## config.mk

```make
export PLATFORM = sky130hd
export DESIGN_NAME = lpif_link_top
export DESIGN_NICKNAME = d
export VERILOG_FILES = /design/src/design/link_pkg.sv /design/src/design/delay_timer.sv /design/src/design/link_sync_fsm.sv /design/src/design/tx_lane_packer.sv /design/src/design/rx_lane_unpacker.sv /design/src/design/lpif_link_top.sv
export VERILOG_INCLUDE_DIRS = /design/src /design/src/design
export SDC_FILE = /design/constraint.sdc
export NUM_CORES = 1
export LEC_CHECK = 0
export ABC_CLOCK_PERIOD_IN_PS = 2420
export BUFFER_PORTS_ARGS = -buffer_cell sky130_fd_sc_hd__buf_4
export CORE_AREA = 2 2 151 153
export CTS_BUF_LIST = sky130_fd_sc_hd__clkbuf_4 sky130_fd_sc_hd__clkbuf_8
export DETAILED_ROUTE_END_ITERATION = 7
export DIE_AREA = 0 0 153 155
export REMOVE_ABC_BUFFERS = 1
export SYNTH_ARGS = -nofsm -noshare
export SYNTH_HDL_FRONTEND = slang
export SYNTH_SLANG_ARGS = --single-unit
```

## constraint.sdc

```tcl
create_clock -name clk_wr -period 2.42 [get_ports clk_wr]
set_input_delay 0.726 -clock clk_wr [delete_from_list [all_inputs] [get_ports clk_wr]]
set_output_delay 0.726 -clock clk_wr [all_outputs]
set_load 0.05 [all_outputs]
```

## src/design/link_settings.svh

```systemverilog
////////////////////////////////////////////////////////////////////////////
// Link settings
// Widths and counts shared by the logic-link slave and its testbench
////////////////////////////////////////////////////////////////////////////

`ifndef LINK_SETTINGS_SVH
`define LINK_SETTINGS_SVH

// User data word on the upstream and downstream channels
`define LINK_DATA_W 64

// One PHY lane word: marker, strobe, payload slice
`define LINK_LANE_W 44

// Payload bits carried by one lane
`define LINK_LANE_PAY_W 42

// Lanes on the die-to-die PHY
`define LINK_LANES 2

// Settle, sync and word-alignment delay values
`define LINK_DELAY_W 16

`endif

```

## src/design/link_pkg.sv

```systemverilog
////////////////////////////////////////////////////////////////////////////
// Link package
// Payload word shared by packer and unpacker, transmit phase type
////////////////////////////////////////////////////////////////////////////

`include "link_settings.svh"

package link_pkg;

  // Transmit bring-up phase
  typedef enum logic [1:0] {
    TX_OFF    = 2'd0,
    TX_SETTLE = 2'd1,
    TX_SYNC   = 2'd2,
    TX_UP     = 2'd3
  } tx_phase_e;

  // One link payload, 84 bits
  // Field view on the user side, lane view on the PHY side
  typedef union packed {
    struct packed {
      // Pad to two full lane slices, always zero
      logic [2:0]              spare;
      logic [3:0]              state;
      logic [1:0]              protid;
      logic [`LINK_DATA_W-1:0] data;
      logic                    dvalid;
      logic [7:0]              crc;
      logic                    crc_valid;
      logic                    valid;
    } fld;
    // Lane 0 takes the low slice
    logic [`LINK_LANES-1:0][`LINK_LANE_PAY_W-1:0] lane;
  } link_payload_u;

endpackage

```

## src/design/delay_timer.sv

```systemverilog
////////////////////////////////////////////////////////////////////////////
// Delay timer
// Loadable down-counter, flags the last cycle of a programmed delay
// and holds the flag until it is started again
////////////////////////////////////////////////////////////////////////////

`timescale 1ns/100ps

`include "link_settings.svh"

module delay_timer (
  input  logic                     clk_wr,
  input  logic                     rst,
  input  logic                     start,
  input  logic [`LINK_DELAY_W-1:0] load_value,
  output logic                     expired
);

  // Cycles left in the running delay
  logic [`LINK_DELAY_W-1:0] count;
  // Set by the first start, so a cleared count does not read as expired
  logic                     armed;

  always_ff @(posedge clk_wr) begin
    if (rst) begin
      count <= '0;
      armed <= 1'b0;
    end else if (start) begin
      // Restart overrides a running count
      count <= load_value;
      armed <= 1'b1;
    end else if (count != '0) begin
      count <= count - 1'b1;
    end
  end

  // High in the last cycle of the delay and after it
  // A load value of 0 behaves like 1
  assign expired = armed & (count <= `LINK_DELAY_W'(1));

endmodule

```

## src/design/link_sync_fsm.sv

```systemverilog
////////////////////////////////////////////////////////////////////////////
// Link bring-up FSMs
// Transmit side walks off, settle, sync and up on its timer
// Receive side raises rx_up a fixed delay after rx_online
////////////////////////////////////////////////////////////////////////////

`timescale 1ns/100ps

`include "link_settings.svh"

module link_sync_fsm (
  input  logic                     clk_wr,
  input  logic                     rst,
  input  logic                     tx_online,
  input  logic                     rx_online,
  input  logic [`LINK_DELAY_W-1:0] delay_x_value,
  input  logic [`LINK_DELAY_W-1:0] delay_y_value,
  input  logic [`LINK_DELAY_W-1:0] delay_z_value,
  input  logic                     tx_expired,
  input  logic                     rx_expired,
  output logic                     tx_timer_start,
  output logic                     rx_timer_start,
  output logic [`LINK_DELAY_W-1:0] tx_timer_value,
  output logic [`LINK_DELAY_W-1:0] rx_timer_value,
  output link_pkg::tx_phase_e      tx_phase,
  output logic                     rx_up
);

  import link_pkg::*;

  // Previous online levels for edge detect
  logic      tx_online_q;
  logic      rx_online_q;
  logic      tx_rise;
  logic      rx_rise;
  tx_phase_e tx_phase_nxt;
  // Receive delay started and rx_online still high
  logic      rx_armed;

  always_ff @(posedge clk_wr) begin
    if (rst) begin
      tx_online_q <= 1'b0;
      rx_online_q <= 1'b0;
    end else begin
      tx_online_q <= tx_online;
      rx_online_q <= rx_online;
    end
  end

  assign tx_rise = tx_online & ~tx_online_q;
  assign rx_rise = rx_online & ~rx_online_q;

  //////////////////////////////////////////////////////////////////////////
  // Transmit FSM

  always_comb begin
    tx_phase_nxt   = tx_phase;
    tx_timer_start = 1'b0;
    // Settle time loads from off, sync count from settle
    tx_timer_value = (tx_phase == TX_OFF) ? delay_z_value : delay_y_value;
    if (!tx_online) begin
      // Drop back from any phase
      tx_phase_nxt = TX_OFF;
    end else begin
      case (tx_phase)
        TX_OFF: begin
          if (tx_rise) begin
            tx_phase_nxt   = TX_SETTLE;
            tx_timer_start = 1'b1;
          end
        end
        TX_SETTLE: begin
          if (tx_expired) begin
            tx_phase_nxt   = TX_SYNC;
            tx_timer_start = 1'b1;
          end
        end
        TX_SYNC: begin
          if (tx_expired) begin
            tx_phase_nxt = TX_UP;
          end
        end
        default: begin
          // Up holds until tx_online drops
          tx_phase_nxt = TX_UP;
        end
      endcase
    end
  end

  always_ff @(posedge clk_wr) begin
    if (rst) begin
      tx_phase <= TX_OFF;
    end else begin
      tx_phase <= tx_phase_nxt;
    end
  end

  //////////////////////////////////////////////////////////////////////////
  // Receive FSM

  // Word alignment wait starts on the rising edge
  assign rx_timer_start = rx_rise;
  assign rx_timer_value = delay_x_value;

  always_ff @(posedge clk_wr) begin
    if (rst) begin
      rx_armed <= 1'b0;
    end else begin
      rx_armed <= rx_online & (rx_armed | rx_rise);
    end
  end

  // Up from the last delay cycle on, cleared an edge after rx_online falls
  assign rx_up = rx_armed & rx_expired;

endmodule

```

## src/design/tx_lane_packer.sv

```systemverilog
////////////////////////////////////////////////////////////////////////////
// Transmit lane packer
// Packs the upstream channel into two PHY lane words, adds marker
// and strobe per phase, registers both words
////////////////////////////////////////////////////////////////////////////

`timescale 1ns/100ps

`include "link_settings.svh"

module tx_lane_packer (
  input  logic                    clk_wr,
  input  logic                    rst,
  input  link_pkg::tx_phase_e     tx_phase,
  input  logic [3:0]              ustrm_state,
  input  logic [1:0]              ustrm_protid,
  input  logic [`LINK_DATA_W-1:0] ustrm_data,
  input  logic                    ustrm_dvalid,
  input  logic [7:0]              ustrm_crc,
  input  logic                    ustrm_crc_valid,
  input  logic                    ustrm_valid,
  input  logic [`LINK_LANES-1:0]  tx_mrk_userbit,
  input  logic                    tx_stb_userbit,
  output logic [`LINK_LANE_W-1:0] tx_phy0,
  output logic [`LINK_LANE_W-1:0] tx_phy1
);

  import link_pkg::*;

  link_payload_u                           pay;
  logic [`LINK_LANES-1:0][`LINK_LANE_W-1:0] lane_nxt;

  // Field view in, lane view out
  always_comb begin
    pay.fld.spare     = 3'b000;
    pay.fld.state     = ustrm_state;
    pay.fld.protid    = ustrm_protid;
    pay.fld.data      = ustrm_data;
    pay.fld.dvalid    = ustrm_dvalid;
    pay.fld.crc       = ustrm_crc;
    pay.fld.crc_valid = ustrm_crc_valid;
    pay.fld.valid     = ustrm_valid;
  end

  // Lane word is {marker, strobe, payload slice}
  always_comb begin
    for (int k = 0; k < `LINK_LANES; k++) begin
      case (tx_phase)
        TX_SYNC: begin
          // Strobe-only sync word
          lane_nxt[k] = {1'b0, 1'b1, {`LINK_LANE_PAY_W{1'b0}}};
        end
        TX_UP: begin
          lane_nxt[k] = {tx_mrk_userbit[k], tx_stb_userbit, pay.lane[k]};
        end
        default: begin
          // Off and settle keep the lanes quiet
          lane_nxt[k] = '0;
        end
      endcase
    end
  end

  always_ff @(posedge clk_wr) begin
    if (rst) begin
      tx_phy0 <= '0;
      tx_phy1 <= '0;
    end else begin
      tx_phy0 <= lane_nxt[0];
      tx_phy1 <= lane_nxt[1];
    end
  end

endmodule

```

## src/design/rx_lane_unpacker.sv

```systemverilog
////////////////////////////////////////////////////////////////////////////
// Receive lane unpacker
// Joins the payload slices of both lane words and rebuilds the
// registered downstream channel, held at zero until the receiver is up
////////////////////////////////////////////////////////////////////////////

`timescale 1ns/100ps

`include "link_settings.svh"

module rx_lane_unpacker (
  input  logic                    clk_wr,
  input  logic                    rst,
  input  logic                    rx_up,
  input  logic [`LINK_LANE_W-1:0] rx_phy0,
  input  logic [`LINK_LANE_W-1:0] rx_phy1,
  output logic [3:0]              dstrm_state,
  output logic [1:0]              dstrm_protid,
  output logic [`LINK_DATA_W-1:0] dstrm_data,
  output logic                    dstrm_dvalid,
  output logic [7:0]              dstrm_crc,
  output logic                    dstrm_crc_valid,
  output logic                    dstrm_valid
);

  import link_pkg::*;

  link_payload_u rx_pay;
  link_payload_u pay_q;

  // Lane view in, marker and strobe dropped
  always_comb begin
    rx_pay.lane[0] = rx_phy0[`LINK_LANE_PAY_W-1:0];
    rx_pay.lane[1] = rx_phy1[`LINK_LANE_PAY_W-1:0];
  end

  always_ff @(posedge clk_wr) begin
    if (rst) begin
      pay_q <= '0;
    end else if (!rx_up) begin
      // Not aligned yet, nothing reaches the user
      pay_q <= '0;
    end else begin
      pay_q <= rx_pay;
    end
  end

  // Field view out, spare bits ignored
  assign dstrm_state     = pay_q.fld.state;
  assign dstrm_protid    = pay_q.fld.protid;
  assign dstrm_data      = pay_q.fld.data;
  assign dstrm_dvalid    = pay_q.fld.dvalid;
  assign dstrm_crc       = pay_q.fld.crc;
  assign dstrm_crc_valid = pay_q.fld.crc_valid;
  assign dstrm_valid     = pay_q.fld.valid;

endmodule

```

## src/design/lpif_link_top.sv

```systemverilog
////////////////////////////////////////////////////////////////////////////
// Logic-link slave top
// Two-lane PHY link with auto-sync bring-up, no FIFO and no credits
////////////////////////////////////////////////////////////////////////////

`timescale 1ns/100ps

`include "link_settings.svh"

module lpif_link_top (
  input  logic                     clk_wr,
  input  logic                     rst,

  // Control
  input  logic                     tx_online,
  input  logic                     rx_online,
  input  logic [`LINK_DELAY_W-1:0] delay_x_value,
  input  logic [`LINK_DELAY_W-1:0] delay_y_value,
  input  logic [`LINK_DELAY_W-1:0] delay_z_value,
  input  logic [`LINK_LANES-1:0]   tx_mrk_userbit,
  input  logic                     tx_stb_userbit,

  // Upstream channel
  input  logic [3:0]               ustrm_state,
  input  logic [1:0]               ustrm_protid,
  input  logic [`LINK_DATA_W-1:0]  ustrm_data,
  input  logic                     ustrm_dvalid,
  input  logic [7:0]               ustrm_crc,
  input  logic                     ustrm_crc_valid,
  input  logic                     ustrm_valid,

  // PHY lanes
  output logic [`LINK_LANE_W-1:0]  tx_phy0,
  output logic [`LINK_LANE_W-1:0]  tx_phy1,
  input  logic [`LINK_LANE_W-1:0]  rx_phy0,
  input  logic [`LINK_LANE_W-1:0]  rx_phy1,

  // Downstream channel
  output logic [3:0]               dstrm_state,
  output logic [1:0]               dstrm_protid,
  output logic [`LINK_DATA_W-1:0]  dstrm_data,
  output logic                     dstrm_dvalid,
  output logic [7:0]               dstrm_crc,
  output logic                     dstrm_crc_valid,
  output logic                     dstrm_valid
);

  import link_pkg::*;

  //////////////////////////////////////////////////////////////////////////
  // Interconnect

  logic                     tx_timer_start;
  logic                     rx_timer_start;
  logic [`LINK_DELAY_W-1:0] tx_timer_value;
  logic [`LINK_DELAY_W-1:0] rx_timer_value;
  logic                     tx_expired;
  logic                     rx_expired;
  tx_phase_e                tx_phase;
  logic                     rx_up;

  //////////////////////////////////////////////////////////////////////////
  // Auto sync

  link_sync_fsm sync_fsm (
    .clk_wr         (clk_wr),
    .rst            (rst),
    .tx_online      (tx_online),
    .rx_online      (rx_online),
    .delay_x_value  (delay_x_value),
    .delay_y_value  (delay_y_value),
    .delay_z_value  (delay_z_value),
    .tx_expired     (tx_expired),
    .rx_expired     (rx_expired),
    .tx_timer_start (tx_timer_start),
    .rx_timer_start (rx_timer_start),
    .tx_timer_value (tx_timer_value),
    .rx_timer_value (rx_timer_value),
    .tx_phase       (tx_phase),
    .rx_up          (rx_up)
  );

  // Settle then sync count
  delay_timer tx_timer (
    .clk_wr     (clk_wr),
    .rst        (rst),
    .start      (tx_timer_start),
    .load_value (tx_timer_value),
    .expired    (tx_expired)
  );

  // Word alignment wait
  delay_timer rx_timer (
    .clk_wr     (clk_wr),
    .rst        (rst),
    .start      (rx_timer_start),
    .load_value (rx_timer_value),
    .expired    (rx_expired)
  );

  //////////////////////////////////////////////////////////////////////////
  // PHY side

  tx_lane_packer packer (
    .clk_wr          (clk_wr),
    .rst             (rst),
    .tx_phase        (tx_phase),
    .ustrm_state     (ustrm_state),
    .ustrm_protid    (ustrm_protid),
    .ustrm_data      (ustrm_data),
    .ustrm_dvalid    (ustrm_dvalid),
    .ustrm_crc       (ustrm_crc),
    .ustrm_crc_valid (ustrm_crc_valid),
    .ustrm_valid     (ustrm_valid),
    .tx_mrk_userbit  (tx_mrk_userbit),
    .tx_stb_userbit  (tx_stb_userbit),
    .tx_phy0         (tx_phy0),
    .tx_phy1         (tx_phy1)
  );

  rx_lane_unpacker unpacker (
    .clk_wr          (clk_wr),
    .rst             (rst),
    .rx_up           (rx_up),
    .rx_phy0         (rx_phy0),
    .rx_phy1         (rx_phy1),
    .dstrm_state     (dstrm_state),
    .dstrm_protid    (dstrm_protid),
    .dstrm_data      (dstrm_data),
    .dstrm_dvalid    (dstrm_dvalid),
    .dstrm_crc       (dstrm_crc),
    .dstrm_crc_valid (dstrm_crc_valid),
    .dstrm_valid     (dstrm_valid)
  );

endmodule

```

# Yosys cells after proc, flatten, opt, wreduce, memory -nomap -nowiden

Index checks and enable logic that the tools add are counted.

Output and inout bits: 169
Register bits after elaboration: 208
Word-level logic and storage cells: 55
Input bits: 224

Reduce and logical (&&, ||, !) cells: 8
$add $sub $neg: 2
Multiplexer cells: 15
Eq/ne operators: 6
Magnitude comparators: 2
Bitwise operators: 11

Operators by type and width:

| kind                                                             | count |
|---|---|
| case mux 44 bit (2 select lines)                                 | 2 |
| 2-to-1 mux 16 bit                                                | 5 |
| less-or-equal comparator 16 x 1 -> 1 bit (second input constant) | 2 |
| nonzero test 16 bit                                              | 2 |
| subtractor 16 x 1 -> 16 bit (second input constant)              | 2 |
| AND 1 bit                                                        | 6 |
| 2-to-1 mux 2 bit                                                 | 3 |
| case mux 2 bit (3 select lines)                                  | 1 |
| == test 2 bit (second input constant)                            | 2 |
| != test 2 x 1 -> 1 bit (second input constant)                   | 2 |
| NOT 1 bit                                                        | 4 |
| nonzero test 2 bit                                               | 2 |
| OR reduction 2 bit                                               | 2 |
| 2-to-1 mux 1 bit                                                 | 3 |
| AND reduction 3 bit                                              | 1 |
| == test 2 x 1 -> 1 bit (second input constant)                   | 1 |
| zero test 2 bit                                                  | 1 |
| != test 2 bit (second input constant)                            | 1 |
| case mux 1 bit (2 select lines)                                  | 1 |
| bitwise OR 1 bit                                                 | 1 |

# Logic depth before layout (Yosys ltp)

Depth in word-level cells: 6
Gate-level depth with buffers: 7
Mapped depth without buffers: 6

# By module

Synthesis repeated with hierarchy kept, for this count alone.

Cell total of the unflattened synthesis: 650
Area, all modules: 7412.1 µm²

Modules (own cells, without submodules):

| module           | instances | cells each | area an instance (µm²) | seq. area each (µm²) |
|---|---|---|---|---|
| rx_lane_unpacker | 1         | 179        | 2486.1                 | 1621.6 |
| tx_lane_packer   | 1         | 184        | 2351.0                 | 1681.6 |
| delay_timer      | 2         | 116        | 1007.2                 | 340.3 |
| link_sync_fsm    | 1         | 55         | 560.5                  | 100.1 |

# Worst setup path after synthesis

OpenSTA, ideal clock, no wires.

Kind: input to register
From: in tx_online
To: reg tx_timer.count[1]
Data arrival time: 1737 ps
Path buffers: 1
Required time: 2333 ps
Setup slack: 596 ps
Setup time: 87 ps
Stages: 5
Cell sequence: nor2b_1 -> nand3_2 -> o21a_1 -> buf_6 -> o31ai_1

Longest elaborated chain between the ends: 5
Elaborated cells on any way between the ends: 6
Classes of those cells: mux (4); bitwise (1); reduce/logical (1)

RTL lines:

| element                                                 | RTL line            | source |
|---|---|---|
| from (decl)                                             | lpif_link_top.sv:15 | `input logic tx_online,` |
| AND 1 bit                                               | link_sync_fsm.sv:50 | `assign tx_rise = tx_online & ~tx_online_q;` |
| 2-to-1 mux 1 bit                                        | link_sync_fsm.sv:67 | `if (tx_rise) begin` |
| case mux 1 bit (2 select lines)                         | link_sync_fsm.sv:65 | `case (tx_phase)` |
| 2-to-1 mux 1 bit *                                      | link_sync_fsm.sv:61 | `if (!tx_online) begin` |
| 2-to-1 mux 16 bit or nonzero test 2 bit (tied branches) | --                  |  |
| to (signal assigned)                                    | delay_timer.sv:30   | `count <= load_value;` |
| to (signal assigned)                                    | delay_timer.sv:33   | `count <= count - 1'b1;` |
| to (decl)                                               | delay_timer.sv:20   | `` logic [`LINK_DELAY_W-1:0] count; `` |

Every way passes the cells marked *; elsewhere a longest branch is shown, timed or not.
A chain may end at the register's enable or synchronous reset.

# Worst setup path in the final report

From: reg tx_timer.count[0]
To: reg tx_timer.count[8]

Longest elaborated chain between the ends: 6
Elaborated cells on any way between the ends: 10
Classes of those cells: add/sub (1); order compare (1); mux (5); bitwise (1); reduce/logical (2)

RTL lines:

| element                                                 | RTL line            | source |
|---|---|---|
| less-or-equal comparator 16 x 1 -> 1 bit                | delay_timer.sv:39   | `` assign expired = armed & (count <= `LINK_DELAY_W'(1)); `` |
| AND 1 bit                                               | delay_timer.sv:39   |  |
| 2-to-1 mux 1 bit                                        | link_sync_fsm.sv:73 | `if (tx_expired) begin` |
| case mux 1 bit (2 select lines)                         | link_sync_fsm.sv:65 |  |
| 2-to-1 mux 1 bit                                        | link_sync_fsm.sv:61 |  |
| 2-to-1 mux 16 bit or nonzero test 2 bit (tied branches) | --                  |  |

Several ways; a longest one is shown, not always the timed one. The select of a mux whose other input is x is not followed.

==> results.rst <==
.. list-table::
   :header-rows: 1

   * - Metric
     - Value
   * - Last weighted congestion value of the routability-driven placer
     - 0.814
   * - Startpoint-to-endpoint class of the critical path
     - register to register
   * - Hold path depth
     - 2
   * - Non-filler cells, final
     - 1,350
   * - Wire length of the first global-routing pass
     - 33.6 mm
   * - Sequential area share after synthesis
     - 0.578
   * - Num CTS Buffers
     - 38
   * - Number of distinct standard cells referenced by the synthesized netlist
     - 58
   * - Horizontal extent of the die
     - 153 microns
   * - Die height
     - 155 microns
   * - Combined area of the multi-input logic cells
     - 2740 sq um
   * - Vias
     - 5,934
   * - Post-layout utilization of the core
     - 0.496
   * - Startpoint of the lowest-slack hold path
     - ustrm_data[11]
   * - Hold Crit Class
     - input pin to register
   * - FFs w/ async S/R, synth
     - 0
   * - Post-synthesis compound-gate area fraction
     - 0.0833
   * - Total half-perimeter wirelength after legalization and detailed placement
     - 17.7 mm
   * - Result of the run
     - completed
   * - Maximum number of pins on one net before global-route repair
     - 46
   * - Worst-path cell chain
     - inv_1 -> ha_1 -> o2111ai_1 -> o21a_1 -> a311oi_1
   * - Number of filler instances in the final layout
     - 2,147
   * - Post-Route WL
     - 22.7 mm
   * - Clock Skews
     - 0.0222 ns
   * - Seq. cell area
     - 4080 sq um
   * - Later-pin clock latency in the skew report
     - 0.53 ns
   * - Post-placement cell count
     - 1,289
   * - Total congestion overflow
     - 0
   * - Leading register cell type out of synthesis
     - dfxtp_1
   * - Root buffer cell
     - clkbuf_8
   * - H-tree depth
     - 2
   * - Post-route fraction of the period consumed by the critical path
     - 0.869
   * - Routed vias/inst
     - 4.40
   * - Worst slew pin tran
     - 0.794 ns
   * - Final Hold Fails
     - 0
   * - Number of flops mapped to enable cells by yosys
     - 0
   * - Critical path capture point type
     - register
   * - Cell count of the worst reg-to-reg path
     - 5
   * - Mean area per synthesized cell
     - 11.1 sq um
   * - Ports
     - 393
   * - Post-CTS Hold Fix Bufs
     - 0
   * - Mux contribution to synthesized area
     - 0.0324
   * - Area share of xor/xnor cells in the synthesized design
     - 0.0124
   * - Minimum setup slack among reg-to-reg paths
     - 0.32 ns
   * - Biggest fanout along the worst timing path
     - 9
   * - Slowest Stage Delay on Critical Path
     - 0.59 ns
   * - Achievable clock frequency
     - 476 MHz
   * - Port buffer count
     - 382
   * - Effective utilization at floorplan
     - 0.318
   * - Required time of the worst setup path
     - 2.81 ns
   * - Commonest non-fill, non-tap cell in the layout
     - buf_4
   * - Simple-gate area share of the yosys netlist
     - 0.248
   * - Max-cap check violation count
     - 0
   * - Leakage power of the design
     - 5.15 nW
   * - Number of endpoints failing setup at the final stage
     - 0
   * - Number of max-slew violations in the final report
     - 0
   * - Number of gates resized after CTS
     - 0
   * - Layout area overhead
     - 56.1%
   * - Normalized max-slew margin
     - 0.470
   * - First-iteration detailed-routing DRC count
     - 236
   * - Kind of cell with the highest combined delay on the critical path
     - compound AO/OA/AOI/OAI gates
   * - Buffer and inverter count on the worst path
     - 1
   * - Core area
     - 22,200 sq um
   * - Worst-case hold slack
     - 0.394 ns
   * - Reg-to-reg startpoint
     - tx_timer.count[0]
   * - Number of antenna cells inserted
     - 0
   * - Area of the die
     - 23,700 sq um
   * - Clock-pin slew of the registers on the worst-case setup and hold paths
     - 0.06 ns
   * - Yosys synthesis warning count
     - 0
   * - Setup WS pre-CTS
     - 0.310 ns
   * - CP Data Arrival Time
     - 2.50 ns
   * - Commonest cells after routing, fill and taps aside
     - buf_4 (399), dfxtp_1 (204), and2_1 (164)
   * - Highest ir drop seen on vdd
     - 0.467 mV
   * - Residual antenna-violating net count after detailed routing
     - 0
   * - Total iterations of the first detailed-routing run
     - 4
   * - Via count of the first global-routing pass
     - 5,930
   * - # nets final
     - 1,273
   * - #FFs+latches synth
     - 204
   * - Final routed DRC violation total
     - 0
   * - Post-Synth Adder-Cell Area
     - 0.00886
   * - Max Root-Sink Buffers
     - 3
   * - Area of the mapped netlist
     - 7060 sq um
   * - Capturing point of the worst reg2reg path
     - tx_timer.count[8]
   * - Cell row count
     - 55
   * - RSZ-0062 raised after global routing
     - false
   * - Time the final worst path needs with I/O delays and setup
     - 2.10 ns
   * - Dominant combinational cell family by area after synthesis
     - simple AND/OR/NAND/NOR gates
   * - Worst setup SP type
     - register
   * - Gate count of the mapped netlist
     - 638
   * - GRT Total Usage
     - 0.183
   * - Routed length per instance
     - 16.8 microns
   * - Accumulated negative setup slack
     - 0 ns
   * - Antenna violations before repair
     - 0
   * - Share of cells above drive strength 1
     - 0.468
   * - Cell type of the slowest stage on the worst timing path
     - o2111ai_1
   * - Buffer count from post-CTS setup fixing
     - 0
   * - Worst Hold Path EP
     - packer.tx_phy0[22]
   * - Pwr per Cell Area
     - 716 nW/um^2
   * - Clock sinks
     - 204
   * - Worst-case setup margin in the final layout
     - 0.318 ns
   * - Clock tree from TritonCTS
     - done
==> synth_stat cells, drive strengths merged (2+ instances only) <==
cell	instances	area, sq um
nor3	4	30.0
or3	4	25.0
or4	10	78.8
nand3b	5	37.5
nor2b	4	25.0
a31oi	8	50.1
nand3	5	30.0
o21ai	18	101
inv	8	30.0
o211ai	6	45.0
a311oi	3	26.3
and2	164	1030
mux2i	15	150
nand4b	5	43.8
mux2	7	78.8
a211oi	6	45.0
dfxtp	204	4080
ha	5	62.6
a41oi	3	26.3
nand4	2	12.5
a21oi	5	25.0
clkbuf	21	78.8
xnor2	5	43.8
o31a	5	50.1
o2111ai	6	52.6
nor4	17	185
and3	4	25.0
o41ai	3	33.8
nand2	15	56.3
or2	3	18.8
nor4b	3	32.5
nor2	18	67.6
o21a	3	22.5
nand2b	4	25.0
xor2	5	43.8
buf	16	139
o31ai	11	82.6
==> cell type report <==
type	count	area share
flip-flops and latches	204	0.371
repair buffers	402	0.277
multi-input cells	390	0.249
clock buffers	53	0.0616
well taps	285	0.0324
clock inverters	8	0.00693
inverters	8	0.00272
==> layer usage <==
metal,wire (microns),vias to the layer above,global-route usage
li1,-,2985,-
met1,8660,2688,0.207
met2,11600,220,0.316
met3,1960,41,0.0735
met4,486,0,0.0591
met5,0,-,0
==> how the worst max path moves through the flow <==
| stage | slack, ns | startpoint | endpoint | cells after the start |
|---|---|---|---|---|
| 6_report | 0.32 | tx_timer.count[0] | tx_timer.count[8] | 5 |
| 5_1_grt | 0.12 | tx_timer.count[0] | tx_timer.count[8] | 5 |
| 4_1_cts | 0.32 | tx_timer.count[0] | tx_timer.count[8] | 5 |
| 3_5_place_dp | 0.31 | rst | unpacker.pay_q[44] | 6 |
| 3_3_place_gp | 0.31 | rst | unpacker.pay_q[22] | 6 |
| 2_1_floorplan | -0.49 | rst | unpacker.pay_q[0] | 4 |
==> power by group <==
part           internal, mW  total [mW]  leakage (nW)  switching (mW)
Clock                  1.91        3.33         0.396            1.41
Combinational         0.530       0.978          3.11           0.448
Sequential             3.45        3.58          1.65           0.135
Total                  5.89        7.89          5.15            2.00
==> stage by stage <==
stage               area (sq um)  power (mW)
finish                     11000        7.89
detailed placement         10300        4.63
global route               11000        8.28
floorplan                   6840        4.18
CTS                        11000        7.99
global placement           10300        4.61
==> registers in the layout (all words and copies together) (netlist names) <==
signal                count
packer.tx_phy1           40
packer.tx_phy0           44
sync_fsm.rx_online_q      1
sync_fsm.rx_armed         1
rx_timer.count           16
tx_timer.count           16
tx_timer.armed            1
sync_fsm.tx_online_q      1
sync_fsm.tx_phase         2
rx_timer.armed            1
unpacker.pay_q           81
==> cells by family after synthesis <==
kind of cell               count (synthesis)
and+or+nand+nor                          270
muxes                                     22
buffers and inverters                     46
xor gates and xnor gates                  10
DFF                                      204
AOI/OAI and AO/OA                         80
adders and majority gates                  5
other                                      1
(Power assumes the default switching activity.)
